--- src/common/vtl_cfg.svh ---
// Laser 500 video controller constants
// raster timing, port numbers, memory map and palette
`ifndef VTL_CFG_SVH
`define VTL_CFG_SVH

// horizontal timing in F14M clocks
`define VTL_HSW         66
`define VTL_HBP         70
`define VTL_HFP         10
`define VTL_H_VISIBLE   798

// vertical timing in lines
`define VTL_V_LINES     313
`define VTL_VSW         2
`define VTL_V_VIS_FIRST 4
`define VTL_V_VIS_LAST  310

// active area
`define VTL_WIDTH       640
`define VTL_HEIGHT      192
`define VTL_LEFT_BORDER 72
`define VTL_TOP_BORDER  65

// fetch runs two bytes ahead of the shifter
`define VTL_FETCH_LEAD  16

// z80 i/o ports
`define VTL_PORT_BANK0     8'h40
`define VTL_PORT_VDC_MODE  8'h44
`define VTL_PORT_VDC_COLOR 8'h45
`define VTL_MODE_GR3       3'b011

// memory map
`define VTL_MAPPED_IO_BANK 4'd2
`define VTL_MAPPED_IO_LO   14'h2800
`define VTL_MAPPED_IO_HI   14'h2FFF
`define VTL_VIDEO_PAGE7    4'h7
`define VTL_VIDEO_PAGE3    4'h3

// palette, 4 bits per component rgb
`define VTL_PAL_0 12'h000
`define VTL_PAL_1 12'h00F
`define VTL_PAL_2 12'h080
`define VTL_PAL_3 12'h08F
`define VTL_PAL_4 12'hA00
`define VTL_PAL_5 12'hF0F
`define VTL_PAL_6 12'h780
`define VTL_PAL_7 12'h999
`define VTL_PAL_8 12'h555
`define VTL_PAL_9 12'h88F
`define VTL_PAL_A 12'h0F0
`define VTL_PAL_B 12'h4FF
`define VTL_PAL_C 12'hF45
`define VTL_PAL_D 12'hF9F
`define VTL_PAL_E 12'hCF0
`define VTL_PAL_F 12'hFFF

`endif

--- src/common/vtl_pkg.sv ---
// Laser 500 video controller types
// raster state, video registers, memory requests, i/o byte decode
`default_nettype none

package vtl_pkg;

	// one clock of raster state from the timing block
	typedef struct packed {
		logic [2:0] slot;        // memory slot, low 3 bits of hcnt
		logic [9:0] active_x;    // hcnt relative to active area start
		logic [9:0] active_y;    // vcnt relative to active area start
		logic       visible;
		logic       border;
		logic       active;
		logic       video_fetch; // slot 7
		logic       refresh;     // slot 3
	} raster_t;

	typedef struct packed {
		logic       gfx_en;  // mapped i/o bit 3
		logic       gr3;     // otherwise gr5
		logic       page7;   // video ram page, 3 when clear
		logic [3:0] border;
		logic [3:0] fg;
		logic [3:0] bg;
	} vdc_regs_t;

	typedef struct packed {
		logic [3:0]  bank;
		logic [13:0] offset;
	} mem_addr_t;

	typedef struct packed {
		logic      valid;
		logic      write;
		mem_addr_t addr;
		logic [7:0] wdata;
	} mem_req_t;

	// port 0x44 byte
	typedef struct packed {
		logic [3:0] border;
		logic       page3;
		logic [2:0] mode;
	} vdc_mode_t;

	// port 0x45 byte
	typedef struct packed {
		logic [3:0] fg;
		logic [3:0] bg;
	} color_pair_t;

	typedef union packed {
		vdc_mode_t   mode;
		color_pair_t colors;
	} io_word_u;

endpackage

`default_nettype wire

--- src/cpu/cpu_bus.sv ---
// Z80 bus side of the controller
// clock enable with skipped beat, bank switching, vdc ports and mapped i/o
`timescale 1ns/100ps
`default_nettype none
`include "vtl_cfg.svh"

module cpu_bus (
	input  logic               F14M,
	input  logic               RESET,
	input  vtl_pkg::raster_t   raster,
	input  logic               mreq_n,
	input  logic               iorq_n,
	input  logic               rd_n,
	input  logic               wr_n,
	input  logic [15:0]        a,
	input  logic [7:0]         cpu_do,
	input  logic [6:0]         kd,
	input  logic               casin,
	input  logic [7:0]         sdram_dout,
	output logic               cpu_ena,
	output logic [7:0]         cpu_di,
	output vtl_pkg::mem_req_t  mem_req,
	output vtl_pkg::vdc_regs_t regs,
	output logic               buzzer,
	output logic               casout
);
	import vtl_pkg::*;

	logic mreq, iorq, rd, wr;
	logic [1:0]  phase;        // 4 clock cpu cycle
	logic        mreq_old;
	logic        skip_beat;
	logic [3:0]  banks [4];    // 16k windows
	logic [3:0]  bank;
	logic [13:0] offset;
	logic        bank_is_ram;
	logic        mapped_io;
	logic        bus_go;       // access allowed this beat
	io_word_u    io_word;

	assign mreq  = !mreq_n;
	assign iorq  = !iorq_n;
	assign rd    = !rd_n;
	assign wr    = !wr_n;
	assign phase = raster.slot[1:0];

	assign bank        = banks[a[15:14]];
	assign offset      = a[13:0];
	assign bank_is_ram = (bank >= 4'd4) && (bank <= 4'd7);
	assign mapped_io   = (bank == `VTL_MAPPED_IO_BANK) &&
	                     (offset >= `VTL_MAPPED_IO_LO) && (offset <= `VTL_MAPPED_IO_HI);
	assign bus_go  = !skip_beat;
	assign io_word = cpu_do;

	// sdram access goes out during phase 1
	always_comb begin
		mem_req.valid       = (phase == 2'd1) && mreq && bus_go && !mapped_io;
		mem_req.write       = wr && bank_is_ram;  // rom writes dropped
		mem_req.addr.bank   = bank;
		mem_req.addr.offset = offset;
		mem_req.wdata       = cpu_do;
	end

	always_ff @(posedge F14M) begin
		if (RESET) begin
			mreq_old     <= 1'b0;
			skip_beat    <= 1'b0;
			cpu_ena      <= 1'b0;
			buzzer       <= 1'b0;
			casout       <= 1'b0;
			for (int i = 0; i < 4; i++)
				banks[i] <= 4'h0;
			regs.gfx_en  <= 1'b0;
			regs.gr3     <= 1'b0;
			regs.page7   <= 1'b1;
			regs.border  <= 4'h0;
			regs.fg      <= 4'hF;
			regs.bg      <= 4'h0;
		end else begin
			// new mreq costs one beat
			if (phase == 2'd3) begin
				mreq_old  <= mreq;
				skip_beat <= mreq && !mreq_old;
			end
			cpu_ena <= (phase == 2'd0) && !skip_beat;  // one clock wide

			if (phase == 2'd1 && mreq && wr && bus_go && mapped_io) begin
				buzzer      <= cpu_do[0];
				casout      <= cpu_do[2];
				regs.gfx_en <= cpu_do[3];
			end

			if (phase == 2'd2 && iorq && wr && bus_go) begin
				if ({a[7:2], 2'b00} == `VTL_PORT_BANK0)
					banks[a[1:0]] <= cpu_do[3:0];   // ports 0x40 to 0x43
				else if (a[7:0] == `VTL_PORT_VDC_MODE) begin
					regs.border <= io_word.mode.border;
					regs.page7  <= !io_word.mode.page3;
					regs.gr3    <= (io_word.mode.mode == `VTL_MODE_GR3);
				end else if (a[7:0] == `VTL_PORT_VDC_COLOR) begin
					regs.fg <= io_word.colors.fg;
					regs.bg <= io_word.colors.bg;
				end
			end
		end
	end

	// cpu samples the bus at phase 2
	always_ff @(posedge F14M) begin
		if (phase == 2'd2 && bus_go && rd) begin
			if (mreq)
				cpu_di <= mapped_io ? {casin, kd} : sdram_dout;
			else if (iorq)
				cpu_di <= 8'hFF;  // no readable ports
		end
	end

endmodule

`default_nettype wire

--- src/hw/sdram_slot_arbiter.sv ---
// SDRAM slot arbiter
// video fetch on slot 7, refresh gap on slot 3, cpu on its phase 1
`timescale 1ns/100ps
`default_nettype none
`include "vtl_cfg.svh"

module sdram_slot_arbiter (
	input  logic              F14M,
	input  logic              RESET,
	input  vtl_pkg::raster_t  raster,
	input  logic [13:0]       video_addr,
	input  logic              page7,
	input  vtl_pkg::mem_req_t mem_req,
	output logic [24:0]       sdram_addr,
	output logic [7:0]        sdram_din,
	output logic              sdram_wr,
	output logic              sdram_rd
);
	logic [17:0] addr_q;       // bank and offset
	logic [3:0]  video_page;

	assign video_page = page7 ? `VTL_VIDEO_PAGE7 : `VTL_VIDEO_PAGE3;
	assign sdram_addr = {7'd0, addr_q};

	always_ff @(posedge F14M) begin
		if (RESET) begin
			sdram_wr <= 1'b0;
			sdram_rd <= 1'b0;
		end else if (raster.video_fetch) begin
			sdram_wr <= 1'b0;
			sdram_rd <= 1'b1;
		end else if (mem_req.valid) begin
			sdram_wr <= mem_req.write;
			sdram_rd <= !mem_req.write;
		end else begin
			sdram_wr <= 1'b0;   // cpu request over
			if (raster.refresh)
				sdram_rd <= 1'b0;
		end
	end

	always_ff @(posedge F14M) begin
		if (raster.video_fetch)
			addr_q <= {video_page, video_addr};
		else if (mem_req.valid) begin
			addr_q    <= mem_req.addr;
			sdram_din <= mem_req.wdata;
		end
	end

endmodule

`default_nettype wire

--- src/hw/vtl_chip.sv ---
// Laser 500 video and bus controller
// raster timing and pixel path beside the z80 bus, sharing one sdram port
`timescale 1ns/100ps
`default_nettype none

module vtl_chip (
	input  logic        F14M,
	input  logic        RESET,
	input  logic        blank,
	input  logic        mreq_n,
	input  logic        iorq_n,
	input  logic        rd_n,
	input  logic        wr_n,
	input  logic [15:0] a,
	input  logic [7:0]  cpu_do,
	input  logic [6:0]  kd,
	input  logic        casin,
	output logic [7:0]  cpu_di,
	output logic        cpu_ena,
	input  logic [7:0]  sdram_dout,
	output logic [24:0] sdram_addr,
	output logic [7:0]  sdram_din,
	output logic        sdram_wr,
	output logic        sdram_rd,
	output logic        hsync,
	output logic        vsync,
	output logic        display_enable,
	output logic [5:0]  r,
	output logic [5:0]  g,
	output logic [5:0]  b,
	output logic        buzzer,
	output logic        casout
);
	import vtl_pkg::*;

	raster_t    raster;
	vdc_regs_t  regs;
	mem_req_t   mem_req;
	logic [13:0] video_addr;

	video_timing u_timing (
		.F14M(F14M), .RESET(RESET),
		.raster(raster), .hsync(hsync), .vsync(vsync), .display_enable(display_enable)
	);

	video_shifter u_shifter (
		.F14M(F14M), .RESET(RESET), .blank(blank),
		.raster(raster), .regs(regs), .sdram_dout(sdram_dout),
		.video_addr(video_addr), .r(r), .g(g), .b(b)
	);

	cpu_bus u_cpu (
		.F14M(F14M), .RESET(RESET), .raster(raster),
		.mreq_n(mreq_n), .iorq_n(iorq_n), .rd_n(rd_n), .wr_n(wr_n),
		.a(a), .cpu_do(cpu_do), .kd(kd), .casin(casin), .sdram_dout(sdram_dout),
		.cpu_ena(cpu_ena), .cpu_di(cpu_di), .mem_req(mem_req), .regs(regs),
		.buzzer(buzzer), .casout(casout)
	);

	sdram_slot_arbiter u_arb (
		.F14M(F14M), .RESET(RESET), .raster(raster),
		.video_addr(video_addr), .page7(regs.page7), .mem_req(mem_req),
		.sdram_addr(sdram_addr), .sdram_din(sdram_din),
		.sdram_wr(sdram_wr), .sdram_rd(sdram_rd)
	);

endmodule

`default_nettype wire

--- src/video/video_shifter.sv ---
// GR5 / GR3 pixel path
// row address interleave, fetch latch, shift register and 16 colour palette
`timescale 1ns/100ps
`default_nettype none
`include "vtl_cfg.svh"

module video_shifter (
	input  logic               F14M,
	input  logic               RESET,
	input  logic               blank,
	input  vtl_pkg::raster_t   raster,
	input  vtl_pkg::vdc_regs_t regs,
	input  logic [7:0]         sdram_dout,
	output logic [13:0]        video_addr,
	output logic [5:0]         r,
	output logic [5:0]         g,
	output logic [5:0]         b
);
	logic [7:0]  y;          // line within active area
	logic [9:0]  fetch_x;    // x of the byte shown after the pipeline
	logic [13:0] row_base;
	logic [7:0]  latch_q;    // byte read at phase 1
	logic [7:0]  shift_q;    // byte being drawn
	logic [3:0]  pixel;      // palette index
	logic [11:0] rgb;

	function automatic logic [11:0] palette(input logic [3:0] idx);
		case (idx)
			4'h0:    palette = `VTL_PAL_0;
			4'h1:    palette = `VTL_PAL_1;
			4'h2:    palette = `VTL_PAL_2;
			4'h3:    palette = `VTL_PAL_3;
			4'h4:    palette = `VTL_PAL_4;
			4'h5:    palette = `VTL_PAL_5;
			4'h6:    palette = `VTL_PAL_6;
			4'h7:    palette = `VTL_PAL_7;
			4'h8:    palette = `VTL_PAL_8;
			4'h9:    palette = `VTL_PAL_9;
			4'hA:    palette = `VTL_PAL_A;
			4'hB:    palette = `VTL_PAL_B;
			4'hC:    palette = `VTL_PAL_C;
			4'hD:    palette = `VTL_PAL_D;
			4'hE:    palette = `VTL_PAL_E;
			default: palette = `VTL_PAL_F;
		endcase
	endfunction

	assign y = raster.active_y[7:0];

	// interleaved rows, 80 bytes per row group
	assign row_base = {y[2], y[1], y[0], y[5], y[4], y[3], y[7], y[6], y[7], y[6], 4'b0000};
	assign fetch_x  = raster.active_x + 10'(`VTL_FETCH_LEAD);
	assign video_addr = row_base + {7'd0, fetch_x[9:3]};

	// fetch at slot 7, data valid through slot 1, drawn from the next slot 0
	always_ff @(posedge F14M) begin
		if (raster.active_x[2:0] == 3'd1)
			latch_q <= sdram_dout;
		if (raster.active_x[2:0] == 3'd7)
			shift_q <= latch_q;
		else if (raster.active && regs.gfx_en) begin
			if (!regs.gr3)
				shift_q <= shift_q >> 1;  // lsb first
			else if (raster.active_x[1:0] == 2'd0)
				shift_q <= shift_q >> 4;  // low nibble then high
		end
	end

	always_ff @(posedge F14M) begin
		if (RESET)
			pixel <= 4'h0;
		else if (!raster.visible)
			pixel <= 4'h0;          // black in blanking
		else if (blank || raster.border)
			pixel <= regs.border;
		else if (!regs.gfx_en)
			pixel <= regs.bg;       // graphics off
		else if (regs.gr3) begin
			if (raster.active_x[1:0] == 2'd0)
				pixel <= shift_q[3:0];  // held 4 clocks
		end else begin
			pixel <= shift_q[0] ? regs.fg : regs.bg;
		end
	end

	// 4 bit components widened to 6 bits
	assign rgb = palette(pixel);
	assign r = {rgb[11:8], rgb[11:10]};
	assign g = {rgb[7:4], rgb[7:6]};
	assign b = {rgb[3:0], rgb[3:2]};

endmodule

`default_nettype wire

--- src/video/video_timing.sv ---
// raster timing for the Laser 500 video
// h/v counters, negative syncs, area flags and memory slot strobes
`timescale 1ns/100ps
`default_nettype none
`include "vtl_cfg.svh"

module video_timing (
	input  logic             F14M,
	input  logic             RESET,
	output vtl_pkg::raster_t raster,
	output logic             hsync,
	output logic             vsync,
	output logic             display_enable
);
	localparam logic [9:0] H_VIS_START = 10'(`VTL_HSW + `VTL_HBP);          // 136
	localparam logic [9:0] H_VIS_END   = H_VIS_START + 10'(`VTL_H_VISIBLE); // 934
	localparam logic [9:0] H_LAST      = H_VIS_END + 10'(`VTL_HFP - 1);     // 943
	localparam logic [9:0] H_ACT_START = H_VIS_START + 10'(`VTL_LEFT_BORDER);
	localparam logic [9:0] H_ACT_END   = H_ACT_START + 10'(`VTL_WIDTH);
	localparam logic [9:0] V_LAST      = 10'(`VTL_V_LINES - 1);
	localparam logic [9:0] V_ACT_START = 10'(`VTL_TOP_BORDER);
	localparam logic [9:0] V_ACT_END   = V_ACT_START + 10'(`VTL_HEIGHT);

	logic [9:0] hcnt;   // pixel clock within line
	logic [9:0] vcnt;   // line within frame
	logic h_vis, v_vis, h_act, v_act;
	logic visible, active;

	always_ff @(posedge F14M) begin
		if (RESET) begin
			hcnt <= '0;
			vcnt <= '0;
		end else if (hcnt == H_LAST) begin
			hcnt <= '0;
			if (vcnt == V_LAST)
				vcnt <= '0;  // new frame
			else
				vcnt <= vcnt + 10'd1;
		end else begin
			hcnt <= hcnt + 10'd1;
		end
	end

	// sync pulses at the start of line and frame
	assign hsync = (hcnt >= 10'(`VTL_HSW));
	assign vsync = (vcnt >= 10'(`VTL_VSW));

	assign h_vis = (hcnt >= H_VIS_START) && (hcnt < H_VIS_END);
	assign v_vis = (vcnt >= 10'(`VTL_V_VIS_FIRST)) && (vcnt <= 10'(`VTL_V_VIS_LAST));
	assign h_act = (hcnt >= H_ACT_START) && (hcnt < H_ACT_END);
	assign v_act = (vcnt >= V_ACT_START) && (vcnt < V_ACT_END);

	assign visible = h_vis && v_vis;
	assign active  = visible && h_act && v_act;
	assign display_enable = visible;

	always_comb begin
		raster.slot        = hcnt[2:0];  // active start is a multiple of 8
		// free running offsets, wrap before the active area
		raster.active_x    = hcnt - H_ACT_START;
		raster.active_y    = vcnt - V_ACT_START;
		raster.visible     = visible;
		raster.border      = visible && !active;
		raster.active      = active;
		raster.video_fetch = (hcnt[2:0] == 3'd7);
		raster.refresh     = (hcnt[2:0] == 3'd3);
	end

endmodule

`default_nettype wire

--- config.mk ---
export PLATFORM = sky130hd
export DESIGN_NAME = vtl_chip
export DESIGN_NICKNAME = d
export VERILOG_FILES = /design/src/common/vtl_pkg.sv /design/src/cpu/cpu_bus.sv /design/src/hw/sdram_slot_arbiter.sv /design/src/hw/vtl_chip.sv /design/src/video/video_shifter.sv /design/src/video/video_timing.sv
export VERILOG_INCLUDE_DIRS = /design/src /design/src/common
export SDC_FILE = /design/constraint.sdc
export NUM_CORES = 1
export LEC_CHECK = 0
export BUFFER_PORTS_ARGS = -buffer_cell sky130_fd_sc_hd__buf_2
export CAP_MARGIN = 20
export CORE_ASPECT_RATIO = 1.25
export CORE_MARGIN = 2
export CORE_UTILIZATION = 56
export CTS_CLUSTER_DIAMETER = 150
export DETAILED_ROUTE_END_ITERATION = 8
export PLACE_DENSITY = 0.82
export SLEW_MARGIN = 20
export SYNTH_ARGS = -nofsm -noshare
export SYNTH_HDL_FRONTEND = slang
export SYNTH_SLANG_ARGS = --single-unit
--- constraint.sdc ---
create_clock -name F14M -period 3.65 [get_ports F14M]
set_input_delay 0.365 -clock F14M [delete_from_list [all_inputs] [get_ports F14M]]
set_output_delay 0.365 -clock F14M [all_outputs]
set_load 0.05 [all_outputs]
### After elaboration in Yosys (flattened, before gate mapping)

Memories as Yosys holds them, arrays and structs flattened. A register that Yosys moved wholly into a read port is not among the register bits.
Cells that the tools add are included.

| storage, ports and cells | value |
|---|---|
| register bits after elaboration | 96 |
| RAM bits | 16 |
| memory bits (read-only) | 192 |
| bits of input ports | 47 |
| output and inout bits | 67 |
| word-level logic and storage cells | 146 |
| memories | 2 |

| operators by class | value |
|---|---|
| $add $sub $neg | 6 |
| order comparisons | 14 |
| equal/unequal tests | 17 |
| muxes and demuxes | 30 |
| bitwise logic cells | 5 |
| reduce and logical (&&, ||, !) cells | 51 |

Memory list:

| name | words | bits a word | rd ports | clocked after memory_dff | write ports | line | text |
|---|---|---|---|---|---|---|---|
| (name not given) | 16 | 12 | 1 | 1 | 0 | video_shifter.sv:28 | `case (idx)` |
| u_cpu.banks | 4 | 4 | 1 | 0 | 4 | cpu_bus.sv:33 | `logic [3:0] banks [4];` |

Operators by type and width:

| operator | count |
|---|---|
| $mux W8 | 7 |
| $mux W18 | 2 |
| $mux W4 | 8 |
| $logic_and A1 B1 Y1 | 26 |
| $add A10 B1 Y10 const B | 2 |
| $ge A10 B7 Y1 const B | 2 |
| $ge A10 B8 Y1 const B | 2 |
| $lt A10 B10 Y1 const B | 2 |
| $eq A8 B7 Y1 const B | 2 |
| $add A14 B7 Y14 | 1 |
| $ge A14 B14 Y1 const B | 1 |
| $le A14 B14 Y1 const B | 1 |
| $add A10 B5 Y10 const B | 1 |
| $eq A10 B10 Y1 const B | 1 |
| $eq A10 B9 Y1 const B | 1 |
| $ge A10 B2 Y1 const B | 1 |
| $ge A10 B3 Y1 const B | 1 |
| $le A10 B9 Y1 const B | 1 |
| $logic_not A1 Y1 | 10 |
| $lt A10 B9 Y1 const B | 1 |
| $mux W1 | 10 |
| $mux W10 | 1 |
| $sub A10 B8 Y10 const B | 1 |
| $sub A8 B7 Y8 const B | 1 |
| 25 further kinds | 37 |

### Longest topological paths before layout

| logic depth | value |
|---|---|
| depth in word-level cells | 11 |
| mapped depth | 16 |
| mapped depth without buffers | 15 |

### Modules after synthesis

Synthesis repeated with hierarchy kept, for this count alone.

| unflattened totals | value |
|---|---|
| cells, all modules | 661 |
| area, all modules | 6815.3 um^2 |

By module, submodules not included:

| module | times used | cells each | area an instance (um^2) |
|---|---|---|---|
| cpu_bus | 1 | 218 | 2139.6 |
| video_shifter | 1 | 177 | 1881.8 |
| video_timing | 1 | 203 | 1669.1 |
| sdram_slot_arbiter | 1 | 63 | 1124.8 |

### Least setup slack after synthesis

No wires, ideal clock.

| timing | value |
|---|---|
| path type | register to register |
| start point | reg u_timing.hcnt[4] |
| end point | reg, netlist name u_shifter.rgb[8] |
| library setup time | 72 ps |
| arrival | 3359 ps |
| required time | 3578 ps |
| path slack | 218 ps |
| cell stages (with the launch flop) | 15 |
| path buffers | 1 |
| period minus slack after synthesis | 3432 ps |
| cells stage by stage | dfxtp_1 -> buf_2 -> inv_1 -> ha_1 -> or3b_2 -> a311oi_1 -> or4_4 -> a21oi_4 -> a21oi_4 -> mux2_2 -> and2_1 -> inv_1 -> ha_1 -> or3_1 -> a21oi_1 |

| between the ends | value |
|---|---|
| longest elaborated chain between the ends | 11 |

RTL lines:

| element | line | text |
|---|---|---|
| start, declared | video_timing.sv:24 | `logic [9:0] hcnt;` |
| start signal, assigned | video_timing.sv:40 | `hcnt <= hcnt + 10'd1;` |
| $ge A10 B8 Y1 or $lt A10 B10 Y1 (tied branches) | video_timing.sv:48 | `assign h_vis = (hcnt >= H_VIS_START) && (hcnt < H_VIS_END);` |
| $logic_and A1 B1 Y1 * | video_timing.sv:48 |  |
| $logic_and A1 B1 Y1 * | video_timing.sv:53 | `assign visible = h_vis && v_vis;` |
| via display_enable | vtl_chip.sv:27 | `output logic display_enable,` |
| $logic_and A1 B1 Y1 (2 in a row) | video_timing.sv:54 | `assign active = visible && h_act && v_act;` |
| $logic_not A1 Y1 | video_timing.sv:63 | `raster.border = visible && !active;` |
| $logic_and A1 B1 Y1 | video_timing.sv:63 |  |
| $logic_or A1 B1 Y1 | video_shifter.sv:74 | `else if (blank \|\| raster.border)` |
| $ne A4 B4 Y1 (no line) or $mux W4 (tied branches) | - |  |
| $mux W4 (no line) | - |  |
| $mux W4 (no line) * | - |  |

The timed path passes the listed nets; every way through them passes the cells marked *.
A chain may end at the register's enable or synchronous reset.

### Final worst setup path

| timing | value |
|---|---|
| start point | reg u_timing.hcnt[5] |
| end point | reg, netlist name u_shifter.rgb[8] |

| between the ends | value |
|---|---|
| longest elaborated chain between the ends | 11 |

RTL lines:

| element | line |
|---|---|
| $ge A10 B8 Y1 or $lt A10 B10 Y1 (tied branches) | video_timing.sv:48 |
| $logic_and A1 B1 Y1 | video_timing.sv:48 |
| $logic_and A1 B1 Y1 | video_timing.sv:53 |
| $logic_and A1 B1 Y1 (2 in a row) | video_timing.sv:54 |
| $logic_not A1 Y1 | video_timing.sv:63 |
| $logic_and A1 B1 Y1 | video_timing.sv:63 |
| $logic_or A1 B1 Y1 | video_shifter.sv:74 |
| $ne A4 B4 Y1 (no line) or $mux W4 (tied branches) | - |
| $mux W4 (no line) | - |
| $mux W4 (no line) * | - |

Mark *: on every way between the ends. The rest lies on a longest branch, timed or not.

==> metrics.md <==
| Metric | Value |
|---|---|
| CTS buffer count | `17` |
| Largest net degree at the start of global routing | `22` |
| Startpoint Class | `flop` |
| Asr flop ratio synth | `0%` |
| Die ar. | `roughly 12,000 um^2` |
| Fin area | `about 7400 um^2` |
| WP buf/inv | `2` |
| Initial standard-cell utilization of the core | `a little under three fifths` |
| Die width | `around 99 um` |
| Worst skew pair latency | `roughly 0.42 ns` |
| Clock sinks | `between 100 and 150` |
| CP Cell Sequence | `inv_1 > ha_1 > or3b_2 > a311oi_1 > or4_4 > a21oi_4 > a21oi_4 > mux2_2 > and2_1 > inv_1 > ha_1 > or3_1 > a21oi_1` |
| EDFF count, synth | `66` |
| Yosys top cell by area | `edfxtp_1` |
| PortBufs | `106` |
| Drt pass-1 iters | `5` |
| CP peak stage delay | `0.47 ns` |
| WL per Instance | `about 17 um` |
| Fin. Hold Viols | `0` |
| DR DRC count | `0` |
| Slowest cell on crit path | `or3b_2` |
| Core Util, Final | `around two thirds` |
| Initial DRC count | `about 280` |
| Final Critical Period | `~3.5 ns` |
| Gr usage total | `~24%` |
| Initial antenna violation count | `0` |
| Cells after Synth | `slightly below 600` |
| Clock network power share | `between 40% and 50%` |
| Worst Hold Class | `in2reg` |
| WHS Path Cells | `1` |
| WP data arrival | `~3.8 ns` |
| Min setup slack post-route | `0.172 ns` |
| First-pass GRT wire length | `22,800 um` |
| Mapped Area | `6290 um^2` |
| Yosys cell types | `69` |
| CP Capture Type | `flop` |
| Yosys top cell area share | `between 30% and 40%` |
| Final slew viol count | `0` |
| Gate power share | `approximately 7.0%` |
| Worst Min Path Start | `sdram_dout[3]` |
| CTS tree | `yes` |
| Max clock buf depth | `2` |
| Peak VDD IR | `approximately 300 uV` |
| Final setup TNS | `0 ns` |
| HPWL Detailed | `around 10,000 um` |
| Gr ovfl total | `0` |
| Antenna fix cells | `0` |
| Via density per instance | `5.57` |
| Worst-path clk slew | `0.06 ns` |
| Final setup viols | `0` |
| Seq pwr share | `between 40% and 50%` |
| Achievable frequency | `approximately 0.29 GHz` |
| Reg-to-reg startpoint | `u_timing.hcnt[5]` |
| Max-cap viol count | `0` |
| I/O pins | `between 100 and 150` |
| Clk_skew | `0.0107 ns` |
| Core ar. | `11,000 um^2` |
| Post-Route WL | `14,300 um` |
| Layout Area Growth over Synthesis | `18.3%` |
| Max FO, Critical Path | `8` |
| Worst slew pin tran | `around 0.94 ns` |
| CP Class | `reg2reg` |
| Critical R2R Capture | `u_shifter.rgb[8]` |
| GP Congestion | `~0.88` |
| Post-route ant nets | `0` |
| Total power | `3.32 mW` |
| LEAKAGE | `3.10 nW` |
| Switching Fraction | `between 20% and 30%` |
| Sequential-to-total area share from yosys stat | `approximately half` |
| Final net count | `approximately 770` |
| Die H | `between 100 and 150 um` |
| Vias in the first global route | `roughly 4,700` |
| Internal power | `2.54 mW` |
| Outcome | `finished clean` |
| Vias | `4,673` |
| Commonest cells in the netlist | `69 x nor2_1, 66 x edfxtp_1, 58 x dfxtp_1` |
| Power Dens Cells | `approximately 450 nW/um^2` |
| Dpl ws | `between 0.15 and 0.2 ns` |
| Synth warnings | `0` |
| Tcrit/Tclk final | `between 90% and 100%` |
| Synth Register Bits | `about 120` |
| Worst EP required | `around 4 ns` |
| Most common cell in the synthesized netlist | `nor2_1` |
| Instance area at placement | `~6900 um^2` |
| Main synth FF type | `edfxtp_1` |
| Synth Area per Inst | `10.8 um^2` |
| Cell family with most CP delay | `simple AND/OR/NAND/NOR gates` |
| Rows | `43` |
| Synth top area cells | `edfxtp_1 32%, dfxtp_1 18%, ha_1 5.2%, mux2i_1 4.3%, nor2_1 4.1%` |
| Max_slew headroom | `~37%` |
| Hold Path End | `u_shifter.latch_q[3]` |
| Reg2Reg Setup Slack | `0.17 ns` |
| Ratio of cells with drive above 1 in the final layout | `between 20% and 30%` |
| H-tree depth | `4` |
| Cells on worst reg2reg path | `13` |
| Switching power total | `just under 0.8 mW` |
| Root buffer cell | `clkbuf_16` |
stage by stage:
step	cells	hold slack, ns
floorplan	587	0.441
global placement	804	0.465
detailed placement	804	0.464
CTS	836	0.131
global route	839	0.135
finish	839	0.145
flip-flops by register name (all words and copies together), names as in the netlist:
signal             flops
u_shifter.shift_q      8
u_cpu.banks           16
u_cpu.skip_beat        1
u_cpu.casout           1
u_cpu.mreq_old         1
u_cpu.cpu_ena          1
u_shifter.pixel        4
u_arb.addr_q          18
u_arb.sdram_wr         1
u_arb.sdram_rd         1
u_shifter.latch_q      8
u_timing.vcnt         10
u_shifter.rgb         12
u_cpu.buzzer           1
u_timing.hcnt         10
u_cpu.regs            15
u_cpu.cpu_di           8
u_arb.sdram_din        8
worst max path at each step:
stage,start,end,slack (ns),depth (start not counted)
6_report,u_timing.hcnt[5],u_shifter.rgb[8],0.17,13
5_1_grt,u_timing.hcnt[1],u_shifter.rgb[8],-0.004,13
4_1_cts,u_timing.hcnt[1],u_shifter.rgb[8],0.12,13
3_5_place_dp,u_timing.hcnt[1],u_shifter.rgb[8],0.16,13
3_3_place_gp,u_timing.hcnt[1],u_shifter.rgb[10],0.31,13
2_1_floorplan,u_timing.hcnt[4],u_shifter.rgb[8],0.22,14
cell usage in the layout, fill, tap and decap left out, types with 5 or more instances in the layout:
master       n
or3_1        6
xnor2_1     17
xor2_1      15
ha_1        25
nand4_1      5
dfxtp_1     58
o21ai_0     22
a22o_1       6
nand2b_1     6
or2_2        6
mux2_2      16
nor2_1      69
and2_1       5
clkbuf_16   19
conb_1       7
buf_4       15
nand3_1      6
buf_2      106
o31ai_1      5
nor2b_1     15
a21oi_1     18
a211o_1      8
clkinv_2     5
mux2i_1     27
inv_1       26
nand2_1     47
nor3_1       8
edfxtp_1    66
cell type report:
class | instances | area [um^2]
Timing Repair Buffer | 121 | 643
Multi-Input combinational cell | 400 | 2830
Sequential cell | 124 | 3140
Inverter | 27 | 101
Clock inverter | 10 | 60.1
Tap cell | 135 | 169
Clock buffer | 22 | 497
Fill cell | 792 | 3590
logic make-up after synthesis:
| family | count (synthesis) | synth area share, % |
|---|---|---|
| adder cells (fa/ha/maj) | 27 | 5.49 |
| buffers and inverters | 63 | 5.45 |
| AND/OR/NAND/NOR | 203 | 16.5 |
| flip-flops | 124 | 50.0 |
| other | 1 | 0.0596 |
| XOR/XNOR | 32 | 4.46 |
| multiplexers | 48 | 8.82 |
| AO/OA/AOI/OAI | 83 | 9.21 |
power by group through the flow:
stage | combinational (mW) | clock (mW) | sequential (mW)
6_report | 0.231 | 1.56 | 1.52
2_1_floorplan | 0.0977 | 0 | 1.61
3_5_place_dp | 0.226 | 0 | 1.55
3_3_place_gp | 0.220 | 0 | 1.55
5_1_grt | 0.245 | 1.65 | 1.52
4_1_cts | 0.227 | 1.57 | 1.52
worst reg2reg max path, cell delays in order (launching register included):
cell,delay [ns]
dfxtp_1,0.30
inv_1,0.15
ha_1,0.31
or3b_2,0.47
a311oi_1,0.27
or4_4,0.20
a21oi_4,0.05
a21oi_4,0.28
mux2_2,0.26
and2_1,0.26
inv_1,0.12
ha_1,0.23
or3_1,0.38
a21oi_1,0.14
per-layer routing:
metal | track usage (%) | up-vias | wire length, um
met5 | 0 | - | 0
met4 | 11.1 | 0 | 379
met3 | 4.78 | 30 | 723
met2 | 43.1 | 143 | 7620
met1 | 28.0 | 2245 | 5580
li1 | - | 2255 | -
timing repair:
item / CTS / global route
resized for setup: 0 / 1
setup buffers: 0 / 3
hold buffers: 0 / 0
setup endpoints to repair: 0 / 4
Power figures use the tool's default switching activity.
